File: config.mk
export PLATFORM = sky130hd
export DESIGN_NAME = mem_ctrl
export DESIGN_NICKNAME = d
export VERILOG_FILES = /design/src/source/mem_pkg.sv /design/src/source/access_pkg.sv /design/src/source/mem_ctrl.sv /design/src/source/byte_sequencer.sv /design/src/source/request_latch.sv
export SDC_FILE = /design/constraint.sdc
export NUM_CORES = 1
export LEC_CHECK = 0
export BUFFER_PORTS_ARGS = -buffer_cell sky130_fd_sc_hd__buf_2
export CAP_MARGIN = 20
export CORE_ASPECT_RATIO = 1.1
export CORE_MARGIN = 10
export CORE_UTILIZATION = 54
export CTS_CLUSTER_SIZE = 20
export DETAILED_ROUTE_END_ITERATION = 8
export PLACE_DENSITY = 0.89
export SYNTH_ARGS = -nofsm -noshare
export SYNTH_HDL_FRONTEND = slang
export SYNTH_SLANG_ARGS = --single-unit
File: constraint.sdc
create_clock -name clk -period 7.89 [get_ports clk]
set_input_delay 1.578 -clock clk [delete_from_list [all_inputs] [get_ports clk]]
set_output_delay 1.578 -clock clk [all_outputs]
set_load 0.05 [all_outputs]
File: src/source/mem_pkg.sv
package mem_pkg;

    // client side widths
    localparam int ADDR_WIDTH = 32;
    localparam int WORD_WIDTH = 32;

    // byte address as seen by the fetcher and the load/store unit
    typedef logic [ADDR_WIDTH-1:0] addr_t;

    // full client data word, little-endian byte lanes
    typedef logic [WORD_WIDTH-1:0] word_t;

    // one byte on the RAM data port
    typedef logic [7:0] ram_byte_t;

endpackage
File: src/source/access_pkg.sv
package access_pkg;

    // byte count of one access
    typedef enum logic [2:0] {
        size_byte = 3'd1,
        size_half = 3'd2,
        size_word = 3'd4
    } access_size_t;

    typedef enum logic {
        ram_read  = 1'b0,
        ram_write = 1'b1
    } ram_op_t;

    // one load/store request as captured from the client
    typedef struct packed {
        logic           write;
        access_size_t   size;
        mem_pkg::addr_t addr;
        mem_pkg::word_t wdata;
    } ls_req_t;

endpackage

File: src/source/mem_ctrl.sv
`timescale 1ns/1ps

module mem_ctrl #(
    parameter int RAM_ADDR_BITS = 12
) (
    input  logic                     clk,
    input  logic                     rst,
    input  logic                     fetch_req,
    input  mem_pkg::addr_t           fetch_addr,
    output logic                     fetch_ok,
    output mem_pkg::word_t           fetch_data,
    input  logic                     ls_req,
    input  logic                     ls_write,
    input  access_pkg::access_size_t ls_size,
    input  mem_pkg::addr_t           ls_addr,
    input  mem_pkg::word_t           ls_wdata,
    output logic                     ls_ok,
    output mem_pkg::word_t           ls_rdata,
    output logic                     ram_en,
    output access_pkg::ram_op_t      ram_op,
    output logic [RAM_ADDR_BITS-1:0] ram_addr,
    output mem_pkg::ram_byte_t       ram_wdata,
    input  mem_pkg::ram_byte_t       ram_rdata
);

    import mem_pkg::*;
    import access_pkg::*;

    logic         fetch_pending;
    logic         ls_pending;
    addr_t        fetch_held;
    ls_req_t      ls_held;
    ls_req_t      ls_live;
    ls_req_t      ls_cur;
    addr_t        fetch_cur;
    logic         ls_avail;
    logic         fetch_avail;
    logic         ls_grant;
    logic         fetch_grant;
    logic         seq_start;
    ram_op_t      seq_op;
    access_size_t seq_count;
    addr_t        seq_addr;
    logic         seq_busy;
    logic         seq_done;
    word_t        seq_rdata;
    logic         owner_ls;
    word_t        fetch_data_q;
    word_t        ls_rdata_q;

    assign ls_live = '{write: ls_write, size: ls_size, addr: ls_addr, wdata: ls_wdata};

    // latched request first, otherwise the one arriving now
    assign ls_cur      = ls_pending ? ls_held : ls_live;
    assign fetch_cur   = fetch_pending ? fetch_held : fetch_addr;
    assign ls_avail    = ls_pending || ls_req;
    assign fetch_avail = fetch_pending || fetch_req;

    // load/store wins a tie
    assign ls_grant    = !seq_busy && ls_avail;
    assign fetch_grant = !seq_busy && !ls_avail && fetch_avail;
    assign seq_start   = ls_grant || fetch_grant;

    assign seq_op    = (ls_avail && ls_cur.write) ? ram_write : ram_read;
    assign seq_count = ls_avail ? ls_cur.size : size_word;
    assign seq_addr  = ls_avail ? ls_cur.addr : fetch_cur;

    request_latch #(.payload_t(addr_t)) u_fetch_latch (
        .clk       (clk),
        .rst       (rst),
        .load      (fetch_req && !(fetch_grant && !fetch_pending)),
        .load_data (fetch_addr),
        .clear     (fetch_grant),
        .pending   (fetch_pending),
        .held      (fetch_held)
    );

    request_latch #(.payload_t(ls_req_t)) u_ls_latch (
        .clk       (clk),
        .rst       (rst),
        .load      (ls_req && !(ls_grant && !ls_pending)),
        .load_data (ls_live),
        .clear     (ls_grant),
        .pending   (ls_pending),
        .held      (ls_held)
    );

    byte_sequencer #(.RAM_ADDR_BITS(RAM_ADDR_BITS)) u_byte_sequencer (
        .clk       (clk),
        .rst       (rst),
        .start     (seq_start),
        .op        (seq_op),
        .count     (seq_count),
        .addr      (seq_addr),
        .wdata     (ls_cur.wdata),
        .busy      (seq_busy),
        .done      (seq_done),
        .rdata     (seq_rdata),
        .ram_en    (ram_en),
        .ram_op    (ram_op),
        .ram_addr  (ram_addr),
        .ram_wdata (ram_wdata),
        .ram_rdata (ram_rdata)
    );

    always_ff @(posedge clk) begin
        if (rst) begin
            owner_ls <= 1'b0;
        end else if (seq_start) begin
            owner_ls <= ls_grant;
        end
    end

    // sequencer clears its word on the next start, so keep a copy
    always_ff @(posedge clk) begin
        if (fetch_ok) begin
            fetch_data_q <= seq_rdata;
        end
        if (ls_ok) begin
            ls_rdata_q <= seq_rdata;
        end
    end

    assign fetch_ok   = seq_done && !owner_ls;
    assign ls_ok      = seq_done && owner_ls;
    assign fetch_data = fetch_ok ? seq_rdata : fetch_data_q;
    assign ls_rdata   = ls_ok ? seq_rdata : ls_rdata_q;

endmodule

File: src/source/byte_sequencer.sv
`timescale 1ns/1ps

module byte_sequencer #(
    parameter int RAM_ADDR_BITS = 12
) (
    input  logic                       clk,
    input  logic                       rst,
    input  logic                       start,
    input  access_pkg::ram_op_t        op,
    input  access_pkg::access_size_t   count,
    input  mem_pkg::addr_t             addr,
    input  mem_pkg::word_t             wdata,
    output logic                       busy,
    output logic                       done,
    output mem_pkg::word_t             rdata,
    output logic                       ram_en,
    output access_pkg::ram_op_t        ram_op,
    output logic [RAM_ADDR_BITS-1:0]   ram_addr,
    output mem_pkg::ram_byte_t         ram_wdata,
    input  mem_pkg::ram_byte_t         ram_rdata
);

    import mem_pkg::*;
    import access_pkg::*;

    typedef enum logic [1:0] {
        st_idle,
        st_read,
        st_write
    } state_t;

    state_t                   state;
    logic [1:0]               idx;
    logic [1:0]               stop;
    logic [1:0]               rd_idx;
    logic                     rd_pend;
    logic [RAM_ADDR_BITS-1:0] run_addr;
    word_t                    wbuf;
    word_t                    rbuf;
    logic                     launch;
    logic                     advance;
    logic                     capture;

    assign busy    = (state != st_idle);
    assign launch  = (state == st_idle) && start;
    // more bytes to put on the RAM port
    assign advance = (state != st_idle) && (idx != stop);
    // RAM answered the read issued two edges back
    assign capture = (state == st_read) && rd_pend;
    assign rdata   = rbuf;

    always_ff @(posedge clk) begin
        if (rst) begin
            state   <= st_idle;
            ram_en  <= 1'b0;
            done    <= 1'b0;
            idx     <= 2'd0;
            rd_idx  <= 2'd0;
            rd_pend <= 1'b0;
        end else begin
            done    <= 1'b0;
            rd_pend <= ram_en && (ram_op == ram_read);
            case (state)
                st_idle: begin
                    if (start) begin
                        state  <= (op == ram_write) ? st_write : st_read;
                        ram_en <= 1'b1;
                        idx    <= 2'd0;
                        rd_idx <= 2'd0;
                    end
                end
                st_write: begin
                    if (advance) begin
                        idx <= idx + 2'd1;
                    end else begin
                        // last byte lands on this edge
                        ram_en <= 1'b0;
                        done   <= 1'b1;
                        state  <= st_idle;
                    end
                end
                st_read: begin
                    if (advance) begin
                        idx <= idx + 2'd1;
                    end else begin
                        ram_en <= 1'b0;
                    end
                    if (capture) begin
                        rd_idx <= rd_idx + 2'd1;
                        if (rd_idx == stop) begin
                            done  <= 1'b1;
                            state <= st_idle;
                        end
                    end
                end
                default: state <= st_idle;
            endcase
        end
    end

    always_ff @(posedge clk) begin
        if (launch) begin
            ram_op    <= op;
            ram_addr  <= addr[RAM_ADDR_BITS-1:0];
            run_addr  <= addr[RAM_ADDR_BITS-1:0] + 1'b1;
            ram_wdata <= wdata[7:0];
            wbuf      <= wdata >> 8;
            stop      <= 2'(count - 1);
            rbuf      <= '0;
        end else begin
            if (advance) begin
                ram_addr  <= run_addr;
                run_addr  <= run_addr + 1'b1;
                ram_wdata <= wbuf[7:0];
                wbuf      <= wbuf >> 8;
            end
            // little-endian lane fill
            if (capture) begin
                rbuf[{rd_idx, 3'b000} +: 8] <= ram_rdata;
            end
        end
    end

    a_start_when_idle: assert property (
        @(posedge clk) disable iff (rst)
        start |-> !busy
    ) else $error("byte_sequencer: start while an access is running");

    a_count_legal: assert property (
        @(posedge clk) disable iff (rst)
        start |-> (count inside {size_byte, size_half, size_word})
    ) else $error("byte_sequencer: illegal byte count %0d", count);

endmodule

File: src/source/request_latch.sv
`timescale 1ns/1ps

module request_latch #(
    parameter type payload_t = logic
) (
    input  logic     clk,
    input  logic     rst,
    input  logic     load,
    input  payload_t load_data,
    input  logic     clear,
    output logic     pending,
    output payload_t held
);

    // a new request beats the clear of the one being granted
    always_ff @(posedge clk) begin
        if (rst) begin
            pending <= 1'b0;
        end else if (load) begin
            pending <= 1'b1;
        end else if (clear) begin
            pending <= 1'b0;
        end
    end

    always_ff @(posedge clk) begin
        if (load) begin
            held <= load_data;
        end
    end

    // client must wait for its ok before asking again
    a_no_overrun: assert property (
        @(posedge clk) disable iff (rst)
        load |-> (!pending || clear)
    ) else $error("request_latch: new request while one is still pending");

endmodule

==> flow_summary_export.csv <==
group,metric,value,unit
final_layout,final_cells,1033,
final_layout,drive_above_1_share,34.4,%
timing,rsz0062_at_grt,"false",
clock_network,cts_sinks,226,
timing,setup_slack,4.09,ns
timing,fin_crit,3.80,ns
clock_network,cts_inserted_buffers,23,
routing,firstDrtPassIters,5,
clock_network,cts_htree_levels,1,
place,dpl_worst_slack,3.54,ns
setup_path,path_class,"in -> reg",
clock_network,root_buffer,"clkbuf_16",
setup_path,cp_data_arrival_time,4.02,ns
floorplanning,coreArea,0.0158,mm²
synthesis,synth.distinct_cells,42,
routing,vias,5703,
hold_path,hp-class,"reg -> reg",
run,cap_violations,0,
place,placed_area,0.00973,mm²
place,dpl.cell_count,991,
global_routing,antenna_found_initial,1,
final_layout,final_util,66.7,%
final_layout,fin_nets,937,
synthesis,avgSynthCellArea,13.3,µm²
synthesis,yosysSeqAreaShare,65.2,%
final_layout,fin_area,0.0105,mm²
setup_path,worstSetupStartpointType,"input pin",
synthesis,synthTopCellsByArea,"edfxtp_1, dfxtp_1, mux2_2, mux2i_1, a22oi_1",
synthesis,synth-edff-count,118,
synthesis,synth_area,0.00874,mm²
timing,max_clock_freq,0.263,GHz
clock_network,cts_buffer_depth,3,
timing,setup_viol,0,
routing,drt_first_iter_violations,346,
routing,vias_per_cell,5.52,
floorplanning,start_util,55.4,%
place,io_buffer_count,158,
timing,holdWs,0.434,ns
clock_network,cts_setup_buffers,0,
synthesis,synth_seq_cells,226,
final_layout,area_delta_synth_final,20.5,%
global_routing,grt_max_degree,72,
clock_network,clk_pin_slew,0.06,ns
clock_network,post_cts_resized,0,
routing,drc,0,
floorplanning,die_w,141,µm
setup_path,path_max_fanout,71,
clock_network,tritoncts,"done",
timing,tightestPinTransition,0.873,ns
routing,ant_nets,0,
timing,setup_tns,0,ns
place,dpl.hpwl,13.2,mm
power_and_ir_drop,finalPower,3.65,mW
setup_path,end_kind,"flip-flop",
synthesis,yosysMostFrequentCell,"edfxtp_1",
global_routing,grt_pass1_wl,30.5,mm
timing,maxSlewViolCount,0,
outcome,status,"complete, no violations",
synthesis,ys_top_cells_by_count,"edfxtp_1, dfxtp_1, mux2_2",
synthesis,ys_warn_count,0,
floorplanning,die_h,153,µm
synthesis,ys.flop_type,"edfxtp_1",
routing,wl_per_cell,18.4,µm
synthesis,syn_nets,778,
global_routing,grt_overflow,0,
place,place_congestion,0.791,
synthesis,yosysTopAreaCellShare,40.5,%
power_and_ir_drop,leakagePower,4.36,nW
timing,hold_viol_final,0,
floorplanning,dieArea,0.0217,mm²
clock_network,clkLatencyLatePin,0.49,ns
final_layout,n_fill_cell,1119,
global_routing,grt_pass1_vias,5916,
power_and_ir_drop,ir_drop,252,µV
synthesis,async_flop_share,0,%
floorplanning,io_pins,200,
setup_path,critPathRequiredTime,8.11,ns
clock_network,postCtsHoldBufs,0,
power_and_ir_drop,cellPowerDensity,346,mW/mm²
floorplanning,rows,48,
global_routing,grt_usage,16.9,%
synthesis,synthCells,658,
timing,finalCritPeriodShare,48.1,%
timing,finalClockSkew,0.0140,ns
synthesis,yosys.area.top_type,"edfxtp_1",
routing,routed_wl,19.0,mm
timing,relSlewSlack,41.8,%
==> cell type report <==
cell class / instances / area (µm²) / area share [%]
Antenna cell: 1 / 2.50 / 0.0238
Clock buffer: 35 / 716 / 6.79
Clock inverter: 5 / 78.8 / 0.748
Inverter: 21 / 78.8 / 0.748
Multi-Input combinational cell: 377 / 2840 / 26.9
Sequential cell: 226 / 5710 / 54.2
Tap cell: 200 / 250 / 2.38
Timing Repair Buffer: 168 / 863 / 8.19
==> flip-flops by register name (all words and copies together), names as in the netlist, 8 cells and up <==
register and count:
u_fetch_latch.held 12, u_byte_sequencer.ram_wdata 8, ls_rdata_q 32, u_byte_sequencer.wbuf 24, u_byte_sequencer.run_addr 12, u_byte_sequencer.ram_addr 12
fetch_data_q 32, u_byte_sequencer.rdata 32, u_ls_latch.held 47
==> critical path, cell delays in order <==
cell and delay (ns):
buf_2 0.21, o41ai_4 0.35, buf_4 0.57, nand2_1 0.22, a221oi_4 0.40, nand4_4 0.21, nor4b_2 0.37, xor2_1 0.10
==> path summary, 6_finish.rpt <==
check / slack [ns] / cells past startpoint / to / startpoint
hold reg to reg: 0.43 / 1 / u_byte_sequencer.rd_pend / u_byte_sequencer.ram_op
hold / removal: 0.43 / 1 / u_byte_sequencer.rd_pend / u_byte_sequencer.ram_op
setup / recovery: 4.09 / 8 / u_byte_sequencer.run_addr[11] / ls_req
setup reg to reg: 4.64 / 8 / u_byte_sequencer.run_addr[11] / u_ls_latch.pending
==> metal layers <==
layer / routed length [µm] / global-route usage (%) / vias to the layer above
met5: 0 / 0 / -
met4: 436 / 5.86 / 0
met3: 1330 / 4.21 / 32
met2: 9620 / 29.3 / 200
met1: 7630 / 19.6 / 2744
li1: - / - / 2727
==> power by group <==
| group | internal, mW | switching (mW) |
|---|---|---|
| Combinational | 0.238 | 0.646 |
| Sequential | 1.56 | 0.0834 |
| Clock | 0.691 | 0.426 |
==> cell families (layout without fill, tap and decap cells) <==
| group | count (synthesis) | in the layout | share of synthesized area, % |
|---|---|---|---|
| mux | 114 | 114 | 14.1 |
| xor+xnor | 17 | 17 | 1.70 |
| simple gates | 127 | 127 | 6.64 |
| buf+inv | 55 | 229 | 2.45 |
| other cells | 0 | 1 | 0 |
| fa+ha+maj | 8 | 8 | 1.14 |
| compound gates | 111 | 111 | 8.73 |
| flops | 226 | 226 | 65.2 |
==> placed cells by master, fill, tap and decap left out, types with 8 or more instances in the layout <==
| master | count |
|---|---|
| a22oi_1 | 39 |
| dfxtp_1 | 107 |
| o21ai_0 | 38 |
| xor2_1 | 10 |
| buf_4 | 9 |
| clkbuf_16 | 25 |
| mux2_2 | 73 |
| ha_1 | 8 |
| inv_1 | 20 |
| edfxtp_1 | 118 |
| buf_2 | 158 |
| nand2_1 | 41 |
| a21oi_1 | 14 |
| mux2i_1 | 41 |
| nor2_1 | 54 |
| nand3_1 | 8 |
Note: power is estimated with default switching activity, not from simulation.
